**src/verilog/bus_pkg.sv**
```systemverilog
// bus widths and the address, data and byte-enable types
`default_nettype none

package bus_pkg;

    localparam int ADDR_W = 32;
    localparam int DATA_W = 32;
    localparam int BE_W   = DATA_W / 8;   // one enable per byte lane

    typedef logic [ADDR_W-1:0] addr_t;
    typedef logic [DATA_W-1:0] data_t;
    typedef logic [BE_W-1:0]   be_t;

endpackage

`default_nettype wire

```
**src/verilog/soc_map_pkg.sv**
```systemverilog
// memory map, slave index enum, interrupt sizes and register offset enums
`default_nettype none

package soc_map_pkg;

    import bus_pkg::*;

    // slave index, SLV_NONE marks an unmapped access
    typedef enum logic [1:0] {
        SLV_RAM   = 2'd0,
        SLV_TIMER = 2'd1,
        SLV_IRQ   = 2'd2,
        SLV_NONE  = 2'd3
    } slave_e;

    localparam addr_t RAM_ADDR_BASE   = 32'h0000_0000;
    localparam addr_t RAM_ADDR_MASK   = 32'hFFFF_F000;   // 4 KiB
    localparam addr_t TIMER_ADDR_BASE = 32'h2000_0000;
    localparam addr_t TIMER_ADDR_MASK = 32'hFFFF_F000;
    localparam addr_t IRQ_ADDR_BASE   = 32'h3000_0000;
    localparam addr_t IRQ_ADDR_MASK   = 32'hFFFF_F000;

    localparam int RAM_DEPTH   = 1024;              // words
    localparam int RAM_IDX_W   = $clog2(RAM_DEPTH);
    localparam int IRQ_SRC_NUM = 8;                 // src 0 is the timer
    localparam int IRQ_ID_W    = 3;
    localparam int REG_OFF_W   = 4;

    // timer register offsets
    typedef enum logic [REG_OFF_W-1:0] {
        TMR_CTRL  = 4'h0,   // en, irq en, pending (w1c)
        TMR_VALUE = 4'h4,
        TMR_COUNT = 4'h8    // read only
    } reg_off_e;

    // interrupt controller offsets, same window layout as the timer
    typedef enum logic [REG_OFF_W-1:0] {
        IRQ_ENABLE  = 4'h0,
        IRQ_PENDING = 4'h4, // w1c
        IRQ_ID      = 4'h8  // read only
    } irq_reg_off_e;

endpackage

`default_nettype wire

```
**src/verilog/irq_ctrl.sv**
```systemverilog
// pending and enable registers with lowest-id priority select
`default_nettype none
`timescale 1ns/100ps

module irq_ctrl
    import bus_pkg::*;
    import soc_map_pkg::*;
(
    input  wire logic                   clk_i,
    input  wire logic                   arst_n_i,
    input  wire logic                   req_i,
    input  wire logic                   we_i,
    input  wire addr_t                  addr_i,
    input  wire data_t                  wdata_i,
    input  wire logic [IRQ_SRC_NUM-1:0] src_i,
    output data_t                       rdata_o,
    output logic                        irq_o,
    output logic [IRQ_ID_W-1:0]         irq_id_o
);

    logic [IRQ_SRC_NUM-1:0] irq_enable;
    logic [IRQ_SRC_NUM-1:0] irq_pending;
    logic [IRQ_SRC_NUM-1:0] irq_active;
    logic [IRQ_SRC_NUM-1:0] pend_clr;
    irq_reg_off_e           reg_off;

    assign reg_off = irq_reg_off_e'(addr_i[REG_OFF_W-1:0]);

    assign pend_clr = (req_i && we_i && reg_off == IRQ_PENDING) ?
                      wdata_i[IRQ_SRC_NUM-1:0] : '0;

    always_ff @(posedge clk_i or negedge arst_n_i) begin
        if (!arst_n_i) begin
            irq_enable  <= '0;
            irq_pending <= '0;
        end else begin
            if (req_i && we_i && reg_off == IRQ_ENABLE) begin
                irq_enable <= wdata_i[IRQ_SRC_NUM-1:0];
            end
            irq_pending <= (irq_pending & ~pend_clr) | src_i;   // level sources re-set
        end
    end

    assign irq_active = irq_pending & irq_enable;
    assign irq_o      = |irq_active;

    // lowest index has priority
    always_comb begin
        irq_id_o = '0;
        for (int i = IRQ_SRC_NUM - 1; i >= 0; i--) begin
            if (irq_active[i]) begin
                irq_id_o = IRQ_ID_W'(i);
            end
        end
    end

    always_ff @(posedge clk_i or negedge arst_n_i) begin
        if (!arst_n_i) begin
            rdata_o <= '0;
        end else if (req_i) begin
            rdata_o <= '0;
            if (!we_i) begin
                case (reg_off)
                    IRQ_ENABLE:  rdata_o <= data_t'(irq_enable);
                    IRQ_PENDING: rdata_o <= data_t'(irq_pending);
                    IRQ_ID:      rdata_o <= data_t'(irq_id_o);
                    default:     rdata_o <= '0;
                endcase
            end
        end
    end

    a_id_valid: assert property (
        @(posedge clk_i) disable iff (!arst_n_i)
        irq_o |-> (irq_pending[irq_id_o] && irq_enable[irq_id_o])
    );

endmodule

`default_nettype wire

```
**config.mk**
```make
export PLATFORM = sky130hd
export DESIGN_NAME = irq_ctrl
export DESIGN_NICKNAME = d
export VERILOG_FILES = /design/src/verilog/bus_pkg.sv /design/src/verilog/soc_map_pkg.sv /design/src/verilog/irq_ctrl.sv
export SDC_FILE = /design/constraint.sdc
export NUM_CORES = 1
export LEC_CHECK = 0
export BUFFER_PORTS_ARGS = -buffer_cell sky130_fd_sc_hd__buf_2
export CAP_MARGIN = 20
export CORE_MARGIN = 2
export CORE_UTILIZATION = 39
export CTS_CLUSTER_SIZE = 16
export DETAILED_ROUTE_END_ITERATION = 8
export PLACE_DENSITY_LB_ADDON = 0.25
export SYNTH_ARGS = -nofsm -noshare
export SYNTH_HDL_FRONTEND = slang
export SYNTH_SLANG_ARGS = --single-unit
```
**constraint.sdc**
```tcl
create_clock -name clk_i -period 1.4 [get_ports clk_i]
set_input_delay 0.14 -clock clk_i [delete_from_list [all_inputs] [get_ports clk_i]]
set_output_delay 0.14 -clock clk_i [all_outputs]
set_load 0.005 [all_outputs]
```
Yosys cells after proc, flatten, opt, wreduce, memory -nomap -nowiden:

Cells that the tools add are included.

* bits in registers: 48
* output and inout bits: 36

* equality and inequality tests: 2
* muxes and demuxes: 11
* bitwise gates (word level): 4
* reductions and logical operators: 5

Operator list (count)
* 3-bit two-way mux: 8
* 8-bit one-hot mux with 3 select lines: 1
* 8-bit bitwise AND: 2
* 8-bit two-way mux: 2
* 8-bit NOT: 1
* 8-bit OR: 1
* 8-bit OR reduction: 1
* 4-bit by 3-bit equality test with 1-bit output (second input constant): 1
* 4-bit equality test (second input constant): 1
* 4-bit zero test: 1
* 1-bit logical AND: 3

Logic depth before layout (Yosys ltp):

Gate-level depths: netlist of run 1.

* depth in word-level cells: 11
* mapped depth: 6
* mapped depth without buffers: 4

Worst setup path before layout of run 1:

Ideal clock, no wire load.

* path kind: reg2reg
* from: register irq_enable[5]
* to: register rdata_o[2]
* setup time: 143 ps
* data arrival time: 1135 ps
* required time: 1257 ps
* setup slack: 122 ps
* stages on the path, launching flop included: 5
* buffers on the path: 0
* cell sequence: dfrtp_1 a22o_1 a221oi_1 or3b_1 o221ai_1

* word-level cells in the longest chain between the ends: 9

Ends and longest elaborated chain
* from (decl): RTL line irq_ctrl.sv:21 `logic [IRQ_SRC_NUM-1:0] irq_enable;`
* from (signal assigned): RTL line irq_ctrl.sv:38 `irq_enable <= wdata_i[IRQ_SRC_NUM-1:0];`
* 8-bit bitwise AND: RTL line irq_ctrl.sv:44 `assign irq_active = irq_pending & irq_enable;`
* 3-bit two-way mux (6 in a row): RTL line irq_ctrl.sv:51 `if (irq_active[i]) begin`
* 8-bit one-hot mux with 3 select lines: RTL line irq_ctrl.sv:63 `case (reg_off)`
* 8-bit two-way mux: RTL line irq_ctrl.sv:62 `if (!we_i) begin`
* to (signal assigned): RTL line irq_ctrl.sv:64 `IRQ_ENABLE: rdata_o <= data_t'(irq_enable);`
* to (signal assigned): RTL line irq_ctrl.sv:65 `IRQ_PENDING: rdata_o <= data_t'(irq_pending);`
* to (signal assigned): RTL line irq_ctrl.sv:66 `IRQ_ID: rdata_o <= data_t'(irq_id_o);`
* to (decl): RTL line irq_ctrl.sv:16 `output data_t rdata_o,`

No other way between the ends.
A chain may end at the register's enable or synchronous reset.

Worst setup path after layout of run 1:

* from: register irq_pending[5]
* to: output irq_id_o[2]

* word-level cells in the longest chain between the ends: 7

Ends and longest elaborated chain
* from (decl): RTL line irq_ctrl.sv:22 `logic [IRQ_SRC_NUM-1:0] irq_pending;`
* from (signal assigned): RTL line irq_ctrl.sv:40 `irq_pending <= (irq_pending & ~pend_clr) | src_i;`
* 8-bit bitwise AND: RTL line irq_ctrl.sv:44
* 3-bit two-way mux (6 in a row): RTL line irq_ctrl.sv:51
* to (decl): RTL line irq_ctrl.sv:18 `output logic [IRQ_ID_W-1:0] irq_id_o`

No other way between the ends.

==> results of run 1 <==
## per-stage QoR
stage	std cells	TNS [ps]	util	area, sq um	hold WS [ps]
3_5_place_dp	214	0	0.460	1550	154
4_1_cts	230	-754	0.515	1730	3.07
3_3_place_gp	214	0	0.460	1550	141
5_1_grt	232	-1290	0.527	1770	0.790
2_1_floorplan	151	0	-	1450	-156
6_report	232	-827	0.527	1770	1.74
## area by class of cell
type,instances,share of cell area
Sequential cell,24,0.339
Tap cell,46,0.0325
Inverter,8,0.0169
Timing Repair Buffer,60,0.228
Clock buffer,3,0.0127
Multi-Input combinational cell,91,0.371
## layer usage
layer	vias up	wire length [um]	share of wire	GRT usage
li1	517	-	-	-
met1	524	1340	0.45	0.205
met2	55	1420	0.48	0.273
met3	7	158	0.053	0.0196
met4	0	65	0.022	0.0571
met5	-	0	0	0
## kinds of logic after synthesis
family / count (synthesis) / synth area share
multiplexers: 16 / 0.124
AO/OA/AOI/OAI: 24 / 0.134
AND/OR/NAND/NOR: 27 / 0.122
other: 1 / 0.00274
buffers and inverters: 36 / 0.178
flip-flops: 24 / 0.439
## synth_stat cells (all sizes together)
cell,number
a21o,8
a221oi,1
a22o,1
a22oi,2
a2bb2oi,1
a32o,1
a32oi,1
and3,2
buf,27
clkbuf,1
conb,1
dfrtp,24
inv,8
mux2,8
mux2i,8
nand2,14
nand2b,3
nand3,2
nand3b,2
nor2b,1
nor4b,2
o21ai,1
o221ai,3
o22ai,5
or3b,1
## report_power, final
| group | leakage, nW | switching, mW | internal, mW |
|---|---|---|---|
| clock | 0.0138 | 0.204 | 0.101 |
| sequential | 0.282 | 0.0513 | 0.748 |
| combinational | 0.576 | 0.247 | 0.334 |
## sequential cells by signal, indices dropped and copies added (netlist names)
signal,cells
irq_enable,8
irq_pending,8
rdata_o,8
## repair_timing
item	CTS	global route
endpoints found under the setup margin	4	7
setup buffers	5	2
endpoints found under the hold margin	31	0
hold buffers	8	0
resized for setup	10	8
pin swaps	5	5
## worst max path at each step
stage	end	start
2_1_floorplan	rdata_o[2]	irq_enable[5]
6_report	irq_id_o[2]	irq_pending[5]
3_5_place_dp	irq_enable[5]	addr_i[1]
5_1_grt	irq_o	irq_pending[5]
4_1_cts	irq_o	irq_enable[5]
3_3_place_gp	rdata_o[2]	irq_enable[3]
## layout by cell type (no fill, tap or decap)
cell            n
buf_4          13
a22oi_1         1
a32o_2          1
a22o_1          1
nand3_1         1
nor4b_4         1
a221oi_2        1
nand2_1        10
a32oi_2         1
clkbuf_4        3
a2bb2oi_2       1
nand2_2         4
buf_2          34
nand3b_1        1
mux2_2          8
and3_1          2
a22oi_2         1
nand3_2         1
a21o_1          8
o221ai_1        2
conb_1         24
dlygate4sd3_1   8
dfrtp_1        23
dfrtp_2         1
o21ai_1         1
nor2b_1         1
or3b_1          1
nor4b_2         1
nand2b_1        3
o221ai_2        1
inv_1           8
o22ai_1         5
mux2i_1         8
buf_6           5
nand3b_2        1
==> metrics.txt, run 1 <==
Setup Viol. Count Final=5; Synth top area share=0.439; slowest CP cell=dfrtp_1; element type at the critical path end=output port; top cell type by total area after synthesis=dfrtp_1; Global Route Usage Sum=0.158; reg2reg end=rdata_o[0]; FF/Latch Area=602 sq um; Critical Path AT=1490 ps; failing checks=negative setup slack; Area Overhead vs Synth=29.6%; R2R Setup Slk=-20 ps; CP cell instances=a22o_1 -> a221oi_2 -> buf_4 -> nor2b_1 -> buf_2; pin count of the biggest net entering global routing=25; nets=264; DRT iter0 DRCs=18; Worst-Skew Late Latency=320 ps; Max Cap Viol=0; layout cells sized above 1=0.419; Routed WL per cell=12.9 um; final hold violations=0; Die Height=63.2 um; static leakage power=0.872 nW; Endpoint, Worst Hold=irq_pending[6]; CP Depth=5; WL final=2.99 mm; CTS HTree Levels=1; Fmax achieved=614 MHz; total number of yosys warnings=0; WHS Path Cells=2; Largest stage delay, worst path=410 ps; HP Start=src_i[6]; Initial Util=0.407; # port buffers=35; Fillers=315; Synth Cell Area=0.00137 sq mm; Worst Setup Slack, final=-229 ps; Inserted Diodes=0; total number of vias=1,103; Post-DRT Antenna Nets=0; Cell Pwr Density=951 mW/mm^2; Avg Cell Area, Syn=10.7 sq um; CTS clk-pin slew, worst paths=130 ps; Tightest Pin Transition=541 ps; Multi-input gate area=657 sq um; Final Power=1.69 mW; VDD IR max=0.000477 V; CP required=1260 ps; first-pass GRT wire length=5.06 mm; Worst Path Buf+Inv=2; post-synthesis instance total=128; initial antenna violation count=0; hpwl dp=2.13 mm; r2r worst-path depth=8; Post-Route Skew=10.1 ps; Seq/Total Area, Yosys=0.439; drt first pass iters=4; vias in the first global route=1,095; r2r startpoint=irq_pending[4]; Critical Path Source Type=flip-flop; TritonCTS clock tree=yes; Via-to-Cell Ratio=4.75; DRC viols=0; core area=0.00336 sq mm; Synth Register Bits=24; Die Wd=63.2 um; crit-path leading delay family=compound AO/OA/AOI/OAI gates; CTS Buf Count=3; top area cells in the synthesized netlist=dfrtp_1 44%, buf_4 14%, mux2_2 6.6%, mux2i_1 5.9%, a21o_1 4.4%; Worst Path Max Fanout=3; Hold/Removal Path Class=in2reg; RSZ-0062 raised after global routing=yes; row count=21; final clock period utilization by the worst path=1.16; GP Congestion=0.857; Crit Path Class=reg2out; worst rel slew slack=0.640; pre-CTS setup slack=37.9 ps; outcome=finished, violations left; Yosys cell types=28; grt ovf=0; die area=0.00400 sq mm; Ports=112; Root Driver=clkbuf_4; CTS Sinks=24; final worst path period need=1630 ps; Max Slew Vio Count=0; Bufs on Longest Clock Path=2
Note: power is estimated with default switching activity, not from simulation.
==> run 2: changes to the inputs <==
--- a/config.mk
+++ b/config.mk
@@ -11,7 +11,9 @@
 export CORE_UTILIZATION = 39
 export CTS_CLUSTER_SIZE = 16
 export DETAILED_ROUTE_END_ITERATION = 8
+export GPL_ROUTABILITY_DRIVEN = 0
 export PLACE_DENSITY_LB_ADDON = 0.25
+export SETUP_SLACK_MARGIN = 0.5
 export SYNTH_ARGS = -nofsm -noshare
 export SYNTH_HDL_FRONTEND = slang
 export SYNTH_SLANG_ARGS = --single-unit
==> constraint.sdc (replaced) <==
create_clock -name clk_i -period 1.85 [get_ports clk_i]
set_input_delay 0.185 -clock clk_i [delete_from_list [all_inputs] [get_ports clk_i]]
set_output_delay 0.185 -clock clk_i [all_outputs]
set_load 0.005 [all_outputs]
==> run 2 against run 1 <==
The flow now finishes without violations. Total power shrank 8.6%. Critical path depth shrank 1. Flip-flop and latch count is the same. Clock power grew 28%. Global-route usage shrank 0.26 points. Hold slack gained 19 ps. Highest routed layer unchanged.
==> metrics.txt, run 2 (synthesis results as in run 1) <==
CTS HTree Levels=1; Setup Viol. Count Final=0; Die Height=63.2 um; Ports=112; grt ovf=0; final worst path period need=1680 ps; slowest CP cell=dfrtp_1; Via-to-Cell Ratio=4.69; hpwl dp=2.02 mm; Tightest Pin Transition=550 ps; Post-Route Skew=12.8 ps; WL final=3.15 mm; row count=21; CTS Buf Count=3; layout cells sized above 1=0.464; pin count of the biggest net entering global routing=25; Initial Util=0.407; element type at the critical path end=output port; setup tns final=0 ps; Die Wd=63.2 um; CP cell instances=a22o_1 -> a221oi_2 -> nand2_1 -> buf_2; Largest stage delay, worst path=410 ps; r2r startpoint=irq_enable[5]; total number of vias=1,074; Post-DRT Antenna Nets=0; Fmax achieved=594 MHz; Worst Path Buf+Inv=1; core area=0.00336 sq mm; outcome=finished clean; Final Power=1.54 mW; # port buffers=35; initial antenna violation count=0; static leakage power=0.880 nW; Crit Path Class=reg2out; Bufs on Longest Clock Path=2; Fillers=311; Cell Pwr Density=848 mW/mm^2; reg2reg end=rdata_o[2]; most frequent cells in the layout=35 x buf_2, 24 x conb_1, 22 x dfrtp_1; R2R Setup Slk=270 ps; Endpoint, Worst Hold=irq_pending[0]; CP required=1660 ps; VDD IR max=0.000439 V; die area=0.00400 sq mm; final hold violations=0; leading registers by flop count=irq_enable: 8 flops, irq_pending: 8 flops, rdata_o: 8 flops; RSZ-0062 raised after global routing=yes; CTS clk-pin slew, worst paths=150 ps; Routed WL per cell=13.7 um; Root Driver=clkbuf_4; WHS Path Cells=2; DRT iter0 DRCs=43; FF/Latch Area=603 sq um; Hold/Removal Path Class=in2reg; first-pass GRT wire length=4.93 mm; CTS Sinks=24; commonest non-fill, non-tap cell in the layout=buf_2; DRC viols=0; final clock period utilization by the worst path=0.911; drt first pass iters=4; Critical path origin=irq_enable[5]; Inserted Diodes=0; Worst Path Max Fanout=3; Max Cap Viol=0; Worst-Skew Late Latency=330 ps; nets=260; Multi-input gate area=704 sq um; HP Start=src_i[0]; vias in the first global route=1,067; Critical Path AT=1500 ps; worst rel slew slack=0.633; r2r worst-path depth=7; Global Route Usage Sum=0.156; crit-path leading delay family=compound AO/OA/AOI/OAI gates; Max Slew Vio Count=0; Critical Path Source Type=flip-flop; TritonCTS clock tree=yes; Area Overhead vs Synth=32.8%
-- run 2: final cells by class --
type | instances | share of cell area
multi-input combinational | 91 | 0.388
timing repair buffer | 56 | 0.203
inverter | 8 | 0.0165
clock inverter | 1 | 0.0165
sequential | 24 | 0.332
clock buffer | 3 | 0.0124
tap | 46 | 0.0317
-- run 2: what timing repair did --
action / 4_1_cts / 5_1_grt
hold endpoints to repair: 24 / 0
pin swaps: 6 / 5
setup endpoints to repair: 5 / 7
hold buffers: 1 / 0
resized for setup: 6 / 23
setup buffers: 16 / 4
-- run 2: worst max path at each step --
stage	cells after the start	endpoint	slack [ps]
floorplan	4	rdata_o[2]	570
global placement	5	irq_pending[3]	380
detailed placement	5	irq_pending[0]	330
CTS	4	irq_o	190
global route	4	irq_o	100
finish	4	irq_o	170
-- run 2: power breakdown --
part	switching (mW)	internal [mW]
combinational	0.223	0.321
clock	0.170	0.219
sequential	0.0409	0.566
total	0.434	1.11
-- run 2: through the flow --
stage,cells,setup slack (ps),area (sq um),hold WS [ps],util
2_1_floorplan,151,572,1450,-111,-
3_3_place_gp,204,378,1470,187,0.438
3_5_place_dp,204,335,1470,201,0.438
4_1_cts,225,195,1680,21.4,0.499
5_1_grt,229,105,1820,9.71,0.540
6_report,229,165,1820,20.5,0.540
-- run 2: per-layer routing --
layer	vias to the layer above	global-route usage	wire length (um)
li1	510	-	-
met3	4	0.0357	186
met4	0	0.0734	24
met5	-	0	0
met2	42	0.245	1580
met1	518	0.204	1350
==> run 3: changes to the inputs <==
--- a/config.mk
+++ b/config.mk
@@ -13,7 +13,9 @@
 export DETAILED_ROUTE_END_ITERATION = 8
 export GPL_ROUTABILITY_DRIVEN = 0
 export PLACE_DENSITY_LB_ADDON = 0.25
+export RECOVER_POWER = 100
 export SETUP_SLACK_MARGIN = 0.5
+export SLEW_MARGIN = 25
 export SYNTH_ARGS = -nofsm -noshare
 export SYNTH_HDL_FRONTEND = slang
 export SYNTH_SLANG_ARGS = --single-unit
==> run 3 against run 2 <==
Total power is 0.55% lower. Flip-flop and latch count stayed put. Maximum frequency is 0.15% lower. First-iteration DRC count is 19% lower. Clock skew hardly changed. Sequential power hardly changed. Clock power hardly changed. Non-clock buffer count stayed put. Routed wire length is 0.57% higher. Design area is 1.7% lower. Via count hardly changed.
==> metrics.txt, run 3 (synthesis results as in run 1) <==
outcome=finished clean; core area=0.00336 sq mm; WL final=3.16 mm; Ports=112; Initial Util=0.407; TritonCTS clock tree=yes; Max Slew Vio Count=0; Hold/Removal Path Class=in2reg; Global Route Usage Sum=0.156; Post-Place Cells=204; r2r worst-path depth=7; Multi-input gate area=683 sq um; most frequent cells in the layout=27 x buf_2, 24 x conb_1, 22 x dfrtp_1; Worst Path Buf+Inv=2; Worst Path Max Fanout=2; grt ovf=0; final worst path period need=1690 ps; sw power=430 uW; Die Height=63.2 um; hpwl dp=2.02 mm; crit-path leading delay family=compound AO/OA/AOI/OAI gates; initial antenna violation count=0; Area Overhead vs Synth=30.6%; Max Cap Viol=0; Root Driver=clkbuf_4; Routed WL per cell=13.8 um; Inserted Diodes=0; CTS HTree Levels=1; static leakage power=0.847 nW; Endpoint, Worst Hold=irq_pending[0]; Critical Path AT=1500 ps; cell internal pwr=1.10 mW; Fillers=316; CTS clk-pin slew, worst paths=150 ps; Worst-Skew Late Latency=330 ps; HP Start=src_i[0]; final core occ=0.531; Largest stage delay, worst path=410 ps; Final Power=1.53 mW; first-pass GRT wire length=4.93 mm; non-filler cells, final=229; VDD IR max=0.000439 V; Post-DRT Antenna Nets=0; DRC viols=0; element type at the critical path end=output port; nets=260; total number of vias=1,075; Crit Path Class=reg2out; Critical path origin=irq_enable[5]; # port buffers=35; Combinational Power Share=0.349; Critical Path Source Type=flip-flop; Tightest Pin Transition=577 ps; CP cell instances=a22o_1 -> o21ai_0 -> nand3_1 -> inv_1 -> buf_2; CP required=1660 ps; Bufs on Longest Clock Path=2; r2r startpoint=irq_enable[5]; R2R Setup Slk=270 ps; clock network fraction of design power=0.254; Die Wd=63.2 um; Worst Setup Slack, final=163 ps; commonest non-fill, non-tap cell in the layout=buf_2; layout cells sized above 1=0.415; Net Sw Frac=0.281; RSZ-0062 raised after global routing=yes; Flop pwr share=0.396; Setup Viol. Count Final=0; slowest CP cell=dfrtp_1; final clock period utilization by the worst path=0.912; FF/Latch Area=603 sq um; vias in the first global route=1,067; CTS Sinks=24; Post-Route Skew=13.0 ps; row count=21; WHS Path Cells=2; pre-CTS setup slack=335 ps; setup tns final=0 ps; drt first pass iters=4; DRT iter0 DRCs=35; Via-to-Cell Ratio=4.69; Cell Pwr Density=857 mW/mm^2; die area=0.00400 sq mm; final hold violations=0; worst rel slew slack=0.610; leading registers by flop count=irq_enable: 8 flops, irq_pending: 8 flops, rdata_o: 8 flops; CTS Buf Count=3; pin count of the biggest net entering global routing=25; Fmax achieved=593 MHz; reg2reg end=rdata_o[2]
==> run 3: changes by cell type in the layout (fill, tap and decap cells not counted), sizes merged <==
| cell | change |
|---|---|
| buf | -8 |
| clkbuf | +8 |
==> run 3: final cells by class <==
cell class | instances | share of cell area
clock inverter | 1 | 0.0168
clock buffer | 3 | 0.0126
timing repair buffer | 56 | 0.202
multi-input combinational | 91 | 0.382
tap | 46 | 0.0322
inverter | 8 | 0.0168
sequential | 24 | 0.338
==> run 3: worst max-delay path by stage <==
| stage | endpoint | depth (start not counted) |
|---|---|---|
| 2_1_floorplan | rdata_o[2] | 4 |
| 3_3_place_gp | irq_pending[3] | 5 |
| 3_5_place_dp | irq_pending[0] | 5 |
| 4_1_cts | irq_o | 4 |
| 5_1_grt | irq_id_o[1] | 5 |
| 6_report | irq_id_o[1] | 5 |
==> run 3: what timing repair did <==
item | 4_1_cts | 5_1_grt
gates resized for setup | 6 | 23
pin swaps | 6 | 5
hold buffers | 1 | 0
gates cloned | 0 | 0
setup endpoints to repair | 5 | 7
buffers inserted | 16 | 4
endpoints found under the hold margin | 24 | 0
==> run 3: worst register-to-register path, cell delays in order, from the launching register on <==
cell      delay, ps
dfrtp_1         410
a22o_1          270
a221oi_2        280
buf_4           180
buf_6            80
buf_6            70
or3b_1          100
o221ai_2         70
==> run 3: stage by stage <==
stage / hold WS, ps / area [sq um]
after global routing: 9.71 / 1790
after detailed placement: 201 / 1470
after CTS: 21.4 / 1680
after floorplan: -111 / 1450
final: 20.4 / 1790
after global placement: 187 / 1470
==> run 3: power groups by stage <==
stage	Combinational [mW]	Clock [mW]	Sequential, mW
finish	0.535	0.390	0.607
global route	0.575	0.412	0.613
CTS	0.407	0.389	0.600
detailed placement	0.270	0	0.613
global placement	0.266	0	0.611
floorplan	0.210	0	0.605
==> run 3: routing by layer <==
layer	part of all wire	global-route usage	up-vias	wire length, um
li1	-	-	510	-
met1	0.43	0.204	519	1370
met2	0.50	0.245	42	1580
met3	0.059	0.0357	4	186
met4	0.0076	0.0734	0	24
met5	0	0	-	0
